==> config.mk <==
export PLATFORM = sky130hd
export DESIGN_NAME = riscv_fetch
export DESIGN_NICKNAME = d
export VERILOG_FILES = /design/src/verilog/fetch_pkg.sv /design/src/verilog/fetch_addr_gen.sv /design/src/verilog/parcel_queue.sv /design/src/verilog/rvc_expander.sv /design/src/verilog/fetch_issue_stage.sv /design/src/verilog/riscv_fetch.sv
export SDC_FILE = /design/constraint.sdc
export NUM_CORES = 1
export LEC_CHECK = 0
export ABC_AREA = 1
export BUFFER_PORTS_ARGS = -buffer_cell sky130_fd_sc_hd__buf_4
export CAP_MARGIN = 5
export CELL_PAD_IN_SITES_DETAIL_PLACEMENT = 0
export CELL_PAD_IN_SITES_GLOBAL_PLACEMENT = 1
export CORE_AREA = 2 2 244 246
export CTS_BUF_LIST = sky130_fd_sc_hd__clkbuf_2
export DETAILED_ROUTE_END_ITERATION = 6
export DIE_AREA = 0 0 246 248
export HOLD_SLACK_MARGIN = 0.15
export PLACE_DENSITY = 0.86
export SETUP_SLACK_MARGIN = 0.15
export SLEW_MARGIN = 30
export SYNTH_ARGS = -nofsm -noshare
export SYNTH_HDL_FRONTEND = slang
export SYNTH_SLANG_ARGS = --single-unit
export TNS_END_PERCENT = 50
==> constraint.sdc <==
create_clock -name clk_i -period 4.2 [get_ports clk_i]
set_input_delay 0.63 -clock clk_i [delete_from_list [all_inputs] [get_ports clk_i]]
set_output_delay 0.63 -clock clk_i [all_outputs]
set_load 0.02 [all_outputs]
==> src/verilog/fetch_pkg.sv <==
// Shared widths, types and instruction constants for the RV32 fetch unit, imported by each module
`default_nettype none

package fetch_pkg;

  //////////////////////////////////////////////////
  // Widths

  localparam int unsigned XLEN             = 32;
  localparam int unsigned PARCEL_W         = 16;
  localparam int unsigned PARCELS_PER_WORD = XLEN / PARCEL_W;

  typedef logic [XLEN-1:0]     addr_t;
  typedef logic [PARCEL_W-1:0] parcel_t;
  typedef logic [31:0]         insn_t;

  //////////////////////////////////////////////////
  // Compressed parcel views

  // CI format, immediate and register forms
  typedef struct packed {
    logic [2:0] funct3;
    logic       b12;     // imm[5] or funct bit
    logic [4:0] rd;
    logic [4:0] imm;     // imm[4:0]
    logic [1:0] op;      // Quadrant
  } rvc_ci_t;

  // CR format, register-register and jumps
  typedef struct packed {
    logic [3:0] funct4;
    logic [4:0] rd;
    logic [4:0] rs2;
    logic [1:0] op;
  } rvc_cr_t;

  typedef union packed {
    rvc_ci_t ci;
    rvc_cr_t cr;
  } rvc_parcel_u;

  //////////////////////////////////////////////////
  // Instruction words and opcodes

  localparam insn_t NOP_INSN     = 32'h0000_0013;   // addi x0,x0,0
  localparam insn_t ILLEGAL_INSN = 32'h0000_0000;
  localparam insn_t WFI_INSN     = 32'h1050_0073;

  localparam logic [6:0] OPC_OP_IMM = 7'b0010011;
  localparam logic [6:0] OPC_OP     = 7'b0110011;
  localparam logic [6:0] OPC_JAL    = 7'b1101111;
  localparam logic [6:0] OPC_JALR   = 7'b1100111;

endpackage

`default_nettype wire

==> src/verilog/fetch_addr_gen.sv <==
// Linear instruction-memory address generator with request throttling and flush on redirect
`timescale 1ns/1ps
`default_nettype none

module fetch_addr_gen #(
  parameter fetch_pkg::addr_t PC_INIT = 32'h200
) (
  input  wire              clk_i,
  input  wire              rst_ni,
  input  wire              redirect_i,
  input  fetch_pkg::addr_t redirect_pc_i,
  input  wire              queue_almost_full_i,
  input  wire              imem_ack_i,
  output logic             imem_req_o,
  output fetch_pkg::addr_t imem_adr_o,
  output logic             imem_flush_o
);
  import fetch_pkg::*;

  localparam addr_t WORD_BYTES = addr_t'(XLEN / 8);

  assign imem_req_o   = ~(queue_almost_full_i | redirect_i);
  assign imem_flush_o = redirect_i;   // Drops anything still in flight

  // A redirect may land on a half word, later steps go to the next aligned word
  always_ff @(posedge clk_i or negedge rst_ni)
  begin
    if (!rst_ni)
      imem_adr_o <= PC_INIT;
    else if (redirect_i)
      imem_adr_o <= redirect_pc_i;
    else if (imem_req_o && imem_ack_i)
      imem_adr_o <= (imem_adr_o + WORD_BYTES) & ~(WORD_BYTES - addr_t'(1));
  end

endmodule

`default_nettype wire

==> src/verilog/parcel_queue.sv <==
// Shift queue of instruction parcels; two-parcel writes, up to two-parcel reads from the head
`timescale 1ns/1ps
`default_nettype none

module parcel_queue #(
  parameter  int unsigned QUEUE_DEPTH = 12,
  localparam int unsigned LEVEL_W     = $clog2(QUEUE_DEPTH + 1)
) (
  input  wire                                                  clk_i,
  input  wire                                                  rst_ni,
  input  wire                                                  flush_i,
  input  fetch_pkg::parcel_t [fetch_pkg::PARCELS_PER_WORD-1:0] parcel_i,
  input  wire [fetch_pkg::PARCELS_PER_WORD-1:0]                parcel_valid_i,
  input  wire                                                  error_i,
  input  wire [1:0]                                            rd_cnt_i,
  output fetch_pkg::parcel_t [1:0]                             head_o,
  output logic [1:0]                                           head_error_o,
  output logic [LEVEL_W-1:0]                                   level_o,
  output logic                                                 almost_full_o
);
  import fetch_pkg::*;

  // Room kept for words already requested from memory
  localparam int unsigned AF_LEVEL = QUEUE_DEPTH - 3 * PARCELS_PER_WORD;

  parcel_t [QUEUE_DEPTH-1:0] q_r, q_nxt;
  logic    [QUEUE_DEPTH-1:0] err_r, err_nxt;
  logic    [LEVEL_W-1:0]     level_rd;   // Level after the read
  logic    [LEVEL_W-1:0]     level_nxt;

  //////////////////////////////////////////////////
  // Read shift, then append at the new tail

  always_comb
  begin
    level_rd  = level_o - LEVEL_W'(rd_cnt_i);
    level_nxt = level_rd + LEVEL_W'(parcel_valid_i[0]) + LEVEL_W'(parcel_valid_i[1]);
    for (int i = 0; i < QUEUE_DEPTH; i++)
    begin
      q_nxt[i]   = q_r[i];
      err_nxt[i] = err_r[i];
      if (i + int'(rd_cnt_i) < QUEUE_DEPTH)
      begin
        q_nxt[i]   = q_r[i + int'(rd_cnt_i)];
        err_nxt[i] = err_r[i + int'(rd_cnt_i)];
      end
      if (parcel_valid_i[0] && i == int'(level_rd))
      begin
        q_nxt[i]   = parcel_i[0];
        err_nxt[i] = error_i;
      end
      // Upper parcel follows the lower one, or goes first when alone
      if (parcel_valid_i[1] && i == int'(level_rd) + int'(parcel_valid_i[0]))
      begin
        q_nxt[i]   = parcel_i[1];
        err_nxt[i] = error_i;
      end
    end
  end

  always_ff @(posedge clk_i)
  begin
    q_r   <= q_nxt;
    err_r <= err_nxt;
  end

  always_ff @(posedge clk_i or negedge rst_ni)
  begin
    if (!rst_ni)
      level_o <= '0;
    else if (flush_i)
      level_o <= '0;   // In-flight data this cycle is dropped too
    else
      level_o <= level_nxt;
  end

  assign head_o        = q_r[1:0];
  assign head_error_o  = err_r[1:0];
  assign almost_full_o = (level_o >= LEVEL_W'(AF_LEVEL));

endmodule

`default_nettype wire

==> src/verilog/rvc_expander.sv <==
// Combinational RVC to RV32 expansion for the supported compressed subset; others give illegal
`timescale 1ns/1ps
`default_nettype none

module rvc_expander (
  input  fetch_pkg::rvc_parcel_u parcel_i,
  output fetch_pkg::insn_t       insn_o
);
  import fetch_pkg::*;

  logic [11:0] imm_ci;   // Sign-extended CI immediate
  logic [20:0] off_cj;   // C.J byte offset
  logic [15:0] raw;

  assign raw    = parcel_i;
  assign imm_ci = {{6{parcel_i.ci.b12}}, parcel_i.ci.b12, parcel_i.ci.imm};
  assign off_cj = {{10{raw[12]}}, raw[8], raw[10:9], raw[6], raw[7], raw[2], raw[11],
                   raw[5:3], 1'b0};

  always_comb
  begin
    insn_o = ILLEGAL_INSN;
    case (parcel_i.ci.op)
      2'b01:
      begin
        case (parcel_i.ci.funct3)
          3'b000:   // C.ADDI, C.NOP when rd and imm are zero
            insn_o = {imm_ci, parcel_i.ci.rd, 3'b000, parcel_i.ci.rd, OPC_OP_IMM};
          3'b010:   // C.LI
            insn_o = {imm_ci, 5'd0, 3'b000, parcel_i.ci.rd, OPC_OP_IMM};
          3'b101:   // C.J
            insn_o = {off_cj[20], off_cj[10:1], off_cj[11], off_cj[19:12], 5'd0, OPC_JAL};
          default:
            insn_o = ILLEGAL_INSN;
        endcase
      end
      2'b10:
      begin
        if (parcel_i.cr.funct4 == 4'b1000)
        begin
          if (parcel_i.cr.rs2 != 5'd0)
            insn_o = {7'd0, parcel_i.cr.rs2, 5'd0, 3'b000, parcel_i.cr.rd, OPC_OP};  // C.MV
          else if (parcel_i.cr.rd != 5'd0)
            insn_o = {12'd0, parcel_i.cr.rd, 3'b000, 5'd0, OPC_JALR};             // C.JR
        end
        else if (parcel_i.cr.funct4 == 4'b1001 && parcel_i.cr.rs2 != 5'd0)
        begin
          // C.ADD
          insn_o = {7'd0, parcel_i.cr.rs2, parcel_i.cr.rd, 3'b000, parcel_i.cr.rd, OPC_OP};
        end
      end
      default:
        insn_o = ILLEGAL_INSN;   // Quadrant 0 is not supported
    endcase
  end

endmodule

`default_nettype wire

==> src/verilog/fetch_issue_stage.sv <==
// Issue stage; measures the head instruction, pops the queue, tracks the PC, registers outputs
`timescale 1ns/1ps
`default_nettype none

module fetch_issue_stage #(
  parameter fetch_pkg::addr_t PC_INIT = 32'h200,
  parameter int unsigned      LEVEL_W = 4
) (
  input  wire                      clk_i,
  input  wire                      rst_ni,
  input  wire                      redirect_i,
  input  fetch_pkg::addr_t         redirect_pc_i,
  input  wire                      stall_i,
  input  fetch_pkg::parcel_t [1:0] head_i,
  input  wire [1:0]                head_error_i,
  input  wire [LEVEL_W-1:0]        level_i,
  input  fetch_pkg::insn_t         rvc_insn_i,
  output logic [1:0]               rd_cnt_o,
  output fetch_pkg::addr_t         if_pc_o,
  output fetch_pkg::insn_t         if_insn_o,
  output logic                     if_bubble_o,
  output logic                     if_fault_o
);
  import fetch_pkg::*;

  logic  is_32;
  logic  have_one;
  logic  have_two;
  logic  issue;
  addr_t pc;          // PC of the head instruction
  insn_t word32;
  insn_t insn_nxt;
  logic  fault_nxt;

  //////////////////////////////////////////////////
  // Length decode and issue

  assign is_32    = &head_i[0][1:0];
  assign have_one = (level_i != '0);
  assign have_two = (level_i > LEVEL_W'(1));
  assign issue    = ~stall_i & ~redirect_i & have_one & (~is_32 | have_two);
  assign rd_cnt_o = issue ? (is_32 ? 2'd2 : 2'd1) : 2'd0;

  assign word32    = {head_i[1], head_i[0]};
  assign insn_nxt  = is_32 ? ((word32 == WFI_INSN) ? NOP_INSN : word32) : rvc_insn_i;
  assign fault_nxt = head_error_i[0] | (is_32 & head_error_i[1]);

  always_ff @(posedge clk_i or negedge rst_ni)
  begin
    if (!rst_ni)
      pc <= PC_INIT;
    else if (redirect_i)
      pc <= redirect_pc_i;
    else if (issue)
      pc <= pc + (is_32 ? addr_t'(4) : addr_t'(2));
  end

  //////////////////////////////////////////////////
  // Output registers

  always_ff @(posedge clk_i or negedge rst_ni)
  begin
    if (!rst_ni)
    begin
      if_pc_o    <= PC_INIT;
      if_insn_o  <= NOP_INSN;
      if_fault_o <= 1'b0;
    end
    else if (issue)
    begin
      if_pc_o    <= pc;
      if_insn_o  <= insn_nxt;
      if_fault_o <= fault_nxt;
    end
  end

  always_ff @(posedge clk_i or negedge rst_ni)
  begin
    if (!rst_ni)
      if_bubble_o <= 1'b1;
    else if (redirect_i)
      if_bubble_o <= 1'b1;     // Stale instruction is dropped
    else if (!stall_i)
      if_bubble_o <= ~issue;
  end

endmodule

`default_nettype wire

==> src/verilog/riscv_fetch.sv <==
// RV32 instruction fetch top level; connects the memory port, parcel queue and issue stage
`timescale 1ns/1ps
`default_nettype none

module riscv_fetch #(
  parameter fetch_pkg::addr_t PC_INIT     = 32'h200,
  parameter int unsigned      QUEUE_DEPTH = 12
) (
  input  wire                                                   clk_i,
  input  wire                                                   rst_ni,
  // Instruction memory
  output logic                                                  imem_req_o,
  output fetch_pkg::addr_t                                      imem_adr_o,
  input  wire                                                   imem_ack_i,
  output logic                                                  imem_flush_o,
  input  fetch_pkg::parcel_t [fetch_pkg::PARCELS_PER_WORD-1:0]  imem_parcel_i,
  input  wire [fetch_pkg::PARCELS_PER_WORD-1:0]                 imem_parcel_valid_i,
  input  wire                                                   imem_error_i,
  // Redirect and decode
  input  wire                                                   redirect_i,
  input  fetch_pkg::addr_t                                      redirect_pc_i,
  input  wire                                                   stall_i,
  output fetch_pkg::addr_t                                      if_pc_o,
  output fetch_pkg::insn_t                                      if_insn_o,
  output logic                                                  if_bubble_o,
  output logic                                                  if_fault_o
);
  import fetch_pkg::*;

  localparam int unsigned LEVEL_W = $clog2(QUEUE_DEPTH + 1);

  parcel_t [1:0]      head;         // Two oldest parcels
  logic    [1:0]      head_error;
  logic [LEVEL_W-1:0] level;
  logic               almost_full;
  logic    [1:0]      rd_cnt;
  insn_t              rvc_insn;

  fetch_addr_gen #(
    .PC_INIT (PC_INIT)
  ) u_addr_gen (
    .clk_i               (clk_i),
    .rst_ni              (rst_ni),
    .redirect_i          (redirect_i),
    .redirect_pc_i       (redirect_pc_i),
    .queue_almost_full_i (almost_full),
    .imem_ack_i          (imem_ack_i),
    .imem_req_o          (imem_req_o),
    .imem_adr_o          (imem_adr_o),
    .imem_flush_o        (imem_flush_o)
  );

  parcel_queue #(
    .QUEUE_DEPTH (QUEUE_DEPTH)
  ) u_queue (
    .clk_i          (clk_i),
    .rst_ni         (rst_ni),
    .flush_i        (imem_flush_o),
    .parcel_i       (imem_parcel_i),
    .parcel_valid_i (imem_parcel_valid_i),
    .error_i        (imem_error_i),
    .rd_cnt_i       (rd_cnt),
    .head_o         (head),
    .head_error_o   (head_error),
    .level_o        (level),
    .almost_full_o  (almost_full)
  );

  rvc_expander u_rvc (
    .parcel_i (head[0]),
    .insn_o   (rvc_insn)
  );

  fetch_issue_stage #(
    .PC_INIT (PC_INIT),
    .LEVEL_W (LEVEL_W)
  ) u_issue (
    .clk_i         (clk_i),
    .rst_ni        (rst_ni),
    .redirect_i    (redirect_i),
    .redirect_pc_i (redirect_pc_i),
    .stall_i       (stall_i),
    .head_i        (head),
    .head_error_i  (head_error),
    .level_i       (level),
    .rvc_insn_i    (rvc_insn),
    .rd_cnt_o      (rd_cnt),
    .if_pc_o       (if_pc_o),
    .if_insn_o     (if_insn_o),
    .if_bubble_o   (if_bubble_o),
    .if_fault_o    (if_fault_o)
  );

endmodule

`default_nettype wire

## Word level (Yosys, flattened, before mapping)

Cells that the tools add are included.

- Output and inout port bits: 100
- Word-level logic and storage cells: 334
- Input bits: 72
- Register bits: 338

- Reductions and logical operators: 47
- Mux-type cells: 160
- Bitwise gates (word level): 12
- Equal/unequal tests: 30
- Add/subtract/negate cells: 28
- Order comparisons: 26

Operators with widths:

| cell | number |
|---|---|
| $mux W16 | 59 |
| $bmux W16 S4 | 11 |
| $lt A32 B4 Y1 const B | 11 |
| $lt A32 B6 Y1 const B | 11 |
| $mux W32 | 8 |
| $eq A4 B32 Y1 const A | 4 |
| $eq A5 B32 Y1 const A | 4 |
| $pmux W32 S3 | 1 |
| $eq A3 B32 Y1 const A | 2 |
| $pmux W32 S2 | 1 |
| $mux W1 | 61 |
| $bmux W1 S4 | 11 |
| $add A4 B2 Y5 const A | 8 |
| $reduce_bool A3 Y1 | 12 |
| $add A3 B2 Y4 const A | 8 |
| $add A32 B3 Y32 const B | 1 |
| $add A32 B32 Y32 | 1 |
| $bmux W16 S2 | 1 |
| $eq A2 B32 Y1 const A | 1 |
| $eq A32 B29 Y1 const B | 1 |
| $eq A4 B4 Y1 const A | 8 |
| $logic_not A32 Y1 | 1 |
| $logic_and A1 B1 Y1 | 26 |
| $mux W25 | 1 |
| other kinds (31) | 50 |

## Depth between registers and ports, before layout

Gate-level depths: netlist (run 1).

- Depth after elaboration: 12
- Gate-level depth with buffers: 21
- Gate-level depth less buffers: 19

## By module

Synthesis (run 1) repeated with hierarchy kept, for this count alone.

- Cells, all modules: 4,125
- Area, all modules: 25,230.4 um^2

Modules (own cells, without submodules):

| module | times used | area each (um^2) | cells each | seq. area each (um^2) |
|---|---|---|---|---|
| parcel_queue | 1 | 17,215.3 | 2,984 | 4,694.5 |
| fetch_issue_stage | 1 | 5,156.2 | 681 | 2,459.9 |
| fetch_addr_gen | 1 | 2,317.2 | 348 | 802.0 |
| rvc_expander | 1 | 541.8 | 112 | 0.0 |

## Worst setup path before layout (run 1)

Ideal clock, no wire load.

- Kind: input to register
- Start: input redirect_i
- End: register u_queue.err_r[9] (enable)
- Setup slack: -6 ps
- Required time: 3,824 ps
- Stages on the path: 15
- Library setup time: 376 ps
- Data arrival time: 3,830 ps
- Path buffers: 3
- Path through: nor2_2 -> nand3_2 -> inv_2 -> clkbuf_1 -> ha_1 -> inv_1 -> fa_1 -> ha_1 -> inv_1 -> nand3_4 -> buf_4 -> inv_1 -> nand2_2 -> buf_6 -> nand3_1

- Cells in the longest elaborated chain, start to end: 10
- Elaborated cells on any way between the ends: 14
- Classes of those cells: add/sub (3); order compare (1); eq/ne (2); mux (1); bitwise (4); reduce/logical (3)

Ends and longest elaborated chain:

| what | RTL line | text |
|---|---|---|
| start, declared | riscv_fetch.sv:20 | `input wire redirect_i,` |
| $not A1 Y1 (*) | fetch_issue_stage.sv:41 | `assign issue = ~stall_i & ~redirect_i & have_one & (~is_32 \| have_two);` |
| $and A1 B1 Y1 (*) (3 in series) | fetch_issue_stage.sv:41 |  |
| $mux W2 (*) | fetch_issue_stage.sv:42 | `assign rd_cnt_o = issue ? (is_32 ? 2'd2 : 2'd1) : 2'd0;` |
| $sub A4 B2 Y4 | parcel_queue.sv:36 | `level_rd = level_o - LEVEL_W'(rd_cnt_i);` |
| $add A4 B1 Y5 | parcel_queue.sv:53 | `if (parcel_valid_i[1] && i == int'(level_rd) + int'(parcel_valid_i[0]))` |
| $eq A5 B32 Y1 | parcel_queue.sv:53 |  |
| $logic_and A1 B1 Y1 | parcel_queue.sv:53 |  |
| $reduce_bool A3 Y1 (no source line) (*) | n/a |  |
| end signal, assigned | parcel_queue.sv:64 | `err_r <= err_nxt;` |
| end, declared | parcel_queue.sv:27 | `logic [QUEUE_DEPTH-1:0] err_r, err_nxt;` |

Mark *: on every way between the ends. The rest lies on a longest branch, timed or not.
A chain may end at the register's enable or synchronous reset.

==> results.cfg, run 1 <==
[outcome]
status = complete, no violations

[sta]
grt_setup_unrepaired = false
min_period_ps = 3818
tns_ps = 0
hold_viol_final = 0
skew_ps = 141.5
period_share_pct = 90.90
setup_viol = 0
fmax_mhz = 261.9
relSlewSlack_pct = 31.12
worstMarginPinSlew_ps = 1033
maxSlewViolCount = 0

[logic_synthesis]
synth_nets = 3795
async_flop_share_pct = 39.64
synth_seq_area_share_pct = 34.41
yosys_most_used_dff = dfxtp_1
synth_cell_types = 52
synthCells = 3707
avgSynthCellArea_um2 = 6.238
ys_ff_latch = 338
synth-edff-count = 51
netlist_area_um2 = 23120
yosysWarnings = 0

[route]
detail_route.wl_per_cell_um = 19.59
ant_nets = 0
drtIter0Drc = 3428
first_pass_iters = 6
wl_mm = 93.21
viasPerCell = 5.558
remaining_drc_errors = 0
vias = 26450

[clocking]
cts_buffers = 96
clock_latency_ps = 1190
cts_tree = done
clock-sinks = 338
cts.clk_slew.worst_paths_ps = 120
htreeDepth = 3
ctsRootBufferMaster = clkbuf_2
cts.path.max_buffers = 3

[setup_path]
r2r-start = u_queue.head_o[1]
critPathArrivalTime_ps = 4880
reg2reg_depth = 16
critPathKind = register to register
cp.required_ps = 5260
cp_max_fo = 34
end_kind = register
r2r_end = u_queue.head_o[22]
reg2reg_slack_ps = 380
start_kind = register

[hold_path]
hp-start = redirect_pc_i[17]
hold_end = u_issue.pc[17]
hold_depth = 4
worstHoldPathType = primary input to register

[layout]
nNetsFinal = 3996
synthToLayoutAreaGrowth_pct = 15.85
drive_above_1_share_pct = 11.93
nFillCells = 6279
post-route-cell-area_um2 = 26790

[run]
cap_violations = 0

[floorplanning]
core_region_area_um2 = 58460
io_pins = 172
die_w_um = 246
dieArea_um2 = 61010
rows = 89
die_height_um = 248
floorplan.initialDensity_pct = 39.55

[placement]
dp_hpwl_mm = 62.66
gp_congestion = 0.9276
port_buffers = 171
place_area_um2 = 24940

[power_and_ir_drop]
power.density_nw_per_um2 = 767.9
ir_drop_mv = 0.4442
p_leak_nw = 13.32

[global_route]
gr-usage-all-layers_pct = 29.84
antenna_found_initial = 3
grt_max_degree = 198
gr-total-overflow = 0
grt_pass1_wl_mm = 141.8
grt_pass1_vias = 23930
==> routing by layer <==
layer	share of wire, %	wire (um)	up-vias	GRT usage, %
met2	43	40110	1551	45.08
met5	0.014	13	-	0
met4	3.2	2944	2	11.18
met1	43	39990	12030	41.41
met3	11	10150	211	6.693
li1	-	-	12650	-
==> cell usage in the layout, fill, tap and decap left out, types with 7 or more instances in the layout <==
cell,synthesis,routed
nor2_2,8,8
clkinv_1,11,40
nor3_1,35,35
clkbuf_2,0,135
ha_1,13,11
o21ai_1,23,23
nand3_1,599,597
edfxtp_1,51,51
dfstp_2,7,7
dfrtp_1,127,127
nand4_1,116,116
o21ai_0,180,180
dlygate4sd3_1,0,92
nor2_4,7,8
a21oi_1,91,91
nand2_2,15,14
nand2_1,1431,1431
o211ai_1,36,36
inv_1,228,224
inv_2,16,18
dfxtp_1,153,153
a31oi_1,13,13
nand3b_1,10,10
nor2_1,223,222
buf_4,15,236
xor2_1,10,10
==> cell usage after synthesis (all sizes together) (7+ instances only) <==
library cell / instances / area (um^2)
xor2: 10 / 87.58
buf: 132 / 701.9
o211ai: 36 / 270.3
clkinv: 11 / 41.29
inv: 245 / 922.1
nor3: 36 / 185.2
clkbuf: 101 / 379.1
edfxtp: 51 / 1531
a31oi: 13 / 81.33
a21oi: 92 / 471.7
nor2: 239 / 985.9
o21ai: 206 / 1042
dfxtp: 153 / 3063
dfrtp: 127 / 3178
nand2: 1452 / 5533
dfstp: 7 / 183.9
nand3b: 10 / 75.07
or2: 14 / 87.59
nand3: 605 / 3088
ha: 13 / 162.7
nand4: 116 / 725.7
==> area by class of cell <==
type / instances / area (um^2) / area share, %
multi-input combinational: 2880 / 13190 / 49.22
sequential: 338 / 7956 / 29.70
antenna: 2 / 5.005 / 0.01868
timing repair buffer: 336 / 2838 / 10.59
inverter: 256 / 969.7 / 3.620
clock buffer: 135 / 675.6 / 2.522
tap: 773 / 967.2 / 3.610
clock inverter: 38 / 190.2 / 0.7099
==> sequential cells by signal, indices dropped and copies added (netlist names) <==
name / flops
u_issue.if_insn_o: 32
u_queue.head_o: 32
u_issue.if_fault_o: 1
u_issue.if_pc_o: 32
u_issue.pc: 32
u_queue.err_r: 12
u_queue.q_r: 160
u_queue.level_o: 4
u_addr_gen.imem_adr_o: 32
u_issue.if_bubble_o: 1
==> kinds of logic after synthesis <==
| logic type | after synthesis | share of synthesized area, % |
|---|---|---|
| adders and majority gates | 16 | 0.9632 |
| AOI/OAI and AO/OA | 375 | 9.020 |
| buffers and inverters | 489 | 8.842 |
| DFF | 338 | 34.41 |
| and+or+nand+nor | 2478 | 46.35 |
| xor gates and xnor gates | 11 | 0.4166 |
==> power by group <==
group / leakage, nW / internal (mW) / total [mW] / switching [mW]
Combinational: 9.22 / 4.11 / 11.9 / 7.79
Sequential: 3.45 / 5.02 / 6.13 / 1.11
Clock: 0.645 / 0.942 / 2.54 / 1.60
==> worst max-delay path, stage by stage (launching register included) <==
cell and delay (ps):
dfxtp_1 350, ha_2 270, clkinv_2 110, nor2_1 100, nand2_1 110, nand4_1 150, fa_2 550, ha_1 420
inv_1 230, nand3_4 130, buf_4 220, nor2_4 130, buf_6 270, a21oi_1 70, nand2_1 80, nand2_1 50
dlygate4sd3_1 540
==> worst max path at each step <==
stage / startpoint / end / slack (ps) / cells past startpoint
6_report: u_queue.head_o[1] / u_queue.head_o[22] / 380 / 16
5_1_grt: u_queue.head_o[0] / u_queue.q_r[103] / 150 / 21
4_1_cts: u_queue.head_o[1] / u_queue.head_o[25] / 180 / 16
3_5_place_dp: redirect_i / u_queue.q_r[189] / 280 / 14
3_3_place_gp: redirect_i / u_queue.q_r[186] / 380 / 14
2_1_floorplan: redirect_i / u_queue.err_r[10] / 110 / 13
==> metrics by stage <==
step	utilization (%)	hold slack (ps)	total power, mW	std cells	worst slack [ps]
2_1_floorplan	-	334.4	14.03	3707	113.3
3_3_place_gp	42.66	462.5	17.33	4490	380.9
3_5_place_dp	42.66	468.9	17.45	4490	281.1
4_1_cts	45.77	167.2	20.31	4756	182.6
5_1_grt	45.82	229.6	22.29	4758	154.6
6_report	45.82	303.5	20.57	4758	382.0
==> repair_timing <==
item	in CTS	in global routing
endpoints found under the hold margin	383	0
setup endpoints to repair	0	12
resized for setup	0	6
hold buffers	93	0
setup buffers	0	0
(Power assumes the default switching activity.)
==> inputs of run 2 (changes only) <==
--- a/config.mk
+++ b/config.mk
@@ -15,7 +15,7 @@
 export DETAILED_ROUTE_END_ITERATION = 6
 export DIE_AREA = 0 0 246 248
 export HOLD_SLACK_MARGIN = 0.15
-export PLACE_DENSITY = 0.86
+export PLACE_DENSITY = 0.8
 export SETUP_SLACK_MARGIN = 0.15
 export SLEW_MARGIN = 30
 export SYNTH_ARGS = -nofsm -noshare
==> run 2 against run 1 <==
  * The run now ends with DRC left
  * Die area did not move
  * Sequential power hardly changed
  * Setup slack got worse by 110 ps
  * Highest routed layer is now met4
==> results.cfg, run 2 (synthesis results as in run 1) <==
[outcome]
status = finished with violations
violations = DRC

[setup_path]
crit_top_cell = nand2_1
cp.required_ps = 5260
cp_max_fo = 87
critical_path.max_stage_delay_ps = 740
critPathSlowestCell = clkinv_1
start_kind = register
critPathArrivalTime_ps = 5000
crit_chain = ha_2, clkinv_2, nor2_1, nand2_1, nand4_1, buf_12, clkinv_2, ha_1, clkinv_1, nand3_1, nand3_1, nand2_1, nand2_1, dlygate4sd3_1
critPathKind = register to register
crit_buf_inv = 5
path_delay_family = buffers and inverters
end_kind = register

[power_and_ir_drop]
swShare_pct = 51.31
p_clk_share_pct = 12.7
power.density_nw_per_um2 = 760.2
power_switching_mw = 10.47
intPower_mw = 9.930
ir_drop_mv = 0.5832
combinationalPowerShare_pct = 57.3
p_leak_nw = 13.35
pwr-share-seq_pct = 30.0

[route]
vias = 26140
first_pass_iters = 7
viasPerCell = 5.485
remaining_drc_errors = 8
drtIter0Drc = 3105
ant_nets = 0
wl_mm = 94.11
detail_route.wl_per_cell_um = 19.75

[global_route]
grt_pass1_wl_mm = 144.8
gr-usage-all-layers_pct = 30.59
grt_pass1_vias = 23860
gr-total-overflow = 0
grt_max_degree = 216
antenna_found_initial = 3

[hold_path]
worstHoldPathType = primary input to register

[layout]
final_common_cell = nand2_1
nNetsFinal = 3993
drive_above_1_share_pct = 11.88
largest_reg_flops = 160
stdcell_count = 4766
synthToLayoutAreaGrowth_pct = 16.03
final_cell_mix = 1431 x nand2_1, 597 x nand3_1, 224 x inv_1
regMostFlops = u_queue.q_r
post-route-cell-area_um2 = 26830

[clocking]
cts_buffers = 99
clock-sinks = 338
cts.clk_slew.worst_paths_ps = 100
clock_latency_ps = 1180
htreeDepth = 3
cts_tree = done
cts.path.max_buffers = 3
ctsRootBufferMaster = clkbuf_2

[sta]
grt_setup_unrepaired = true
hold_viol_final = 0
setup_viol = 0
min_period_ps = 3931
worstMarginPinSlew_ps = 1155
relSlewSlack_pct = 23.01
maxSlewViolCount = 0
skew_ps = 120.0
hold_slack_ps = 301.1
tns_ps = 0
period_share_pct = 93.60
fmax_mhz = 254.4

[placement]
place_area_um2 = 24890
place_inst = 4478
dp_hpwl_mm = 63.86
port_buffers = 171
gp_congestion = 0.9514

[run]
cap_violations = 0

[floorplanning]
rows = 89
die_w_um = 246
io_pins = 172
floorplan.initialDensity_pct = 39.55
dieArea_um2 = 61010
die_height_um = 248
core_region_area_um2 = 58460
==> run 2: cell count changes in the layout (fill, tap and decap cells not counted), moves of 3 or more <==
cell	before	now
buf_12	4	7
buf_4	236	222
clkbuf_2	135	145
clkinv_1	40	44
dlygate4sd3_1	92	96
==> run 2: worst paths after layout <==
check                             startpoint                  endpoint  slack, ps  cells after the start
max                        u_queue.head_o[1]        u_queue.head_o[17]        270                     14
min                         redirect_pc_i[0]  u_addr_gen.imem_adr_o[0]        300                      4
max reg2reg                u_queue.head_o[1]        u_queue.head_o[17]        270                     14
min reg2reg                u_queue.head_o[5]     u_issue.if_insn_o[23]        460                      2
max in group asynchronous             rst_ni        u_queue.level_o[1]       3100                      4
min in group asynchronous             rst_ni      u_issue.if_insn_o[4]        580                      3
==> run 2: layer usage <==
layer  global-route usage (%)  up-vias  share of wire (%)
met3                    5.612      155                9.3
met4                    9.840        0                2.3
met2                    46.39     1294                 44
li1                         -    12650                  -
met5                        0        -                  0
met1                    43.69    12040                 45
==> run 2: stage by stage <==
stage	utilization (%)	total power, mW	worst slack [ps]
final	45.89	20.40	269.0
after detailed placement	42.57	17.46	328.9
after global routing	45.89	22.24	148.4
after CTS	45.82	20.24	181.5
after floorplan	-	14.03	113.3
after global placement	42.57	17.39	310.8
==> run 2: area by class of cell <==
class / instances / area [um^2]
Sequential cell: 338 / 7956
Inverter: 256 / 967.2
Timing Repair Buffer: 330 / 2844
Fill cell: 6316 / 31630
Clock buffer: 145 / 725.7
Tap cell: 773 / 967.2
Multi-Input combinational cell: 2880 / 13180
Clock inverter: 42 / 187.7
Antenna cell: 2 / 5.005
==> run 2: power groups by stage <==
stage               logic, mW  clock network [mW]  registers (mW)
finish                   11.7                2.59            6.12
global route             13.1                2.82            6.27
CTS                      11.5                2.67            6.09
detailed placement       11.3                   0            6.16
global placement         11.2                   0            6.14
floorplan                7.83                   0            6.20
==> run 2: repair_timing <==
item                                    in CTS  in global routing
gates resized for setup                      0                  6
hold endpoints to repair                   405                  0
hold buffers                                97                  0
setup buffers                                0                  2
endpoints found under the setup margin       0                 25
==> run 2: worst min-delay path: cells and delay by family <==
kind	cells	cell delay, ps
simple gates	2	110
buf+inv	2	640
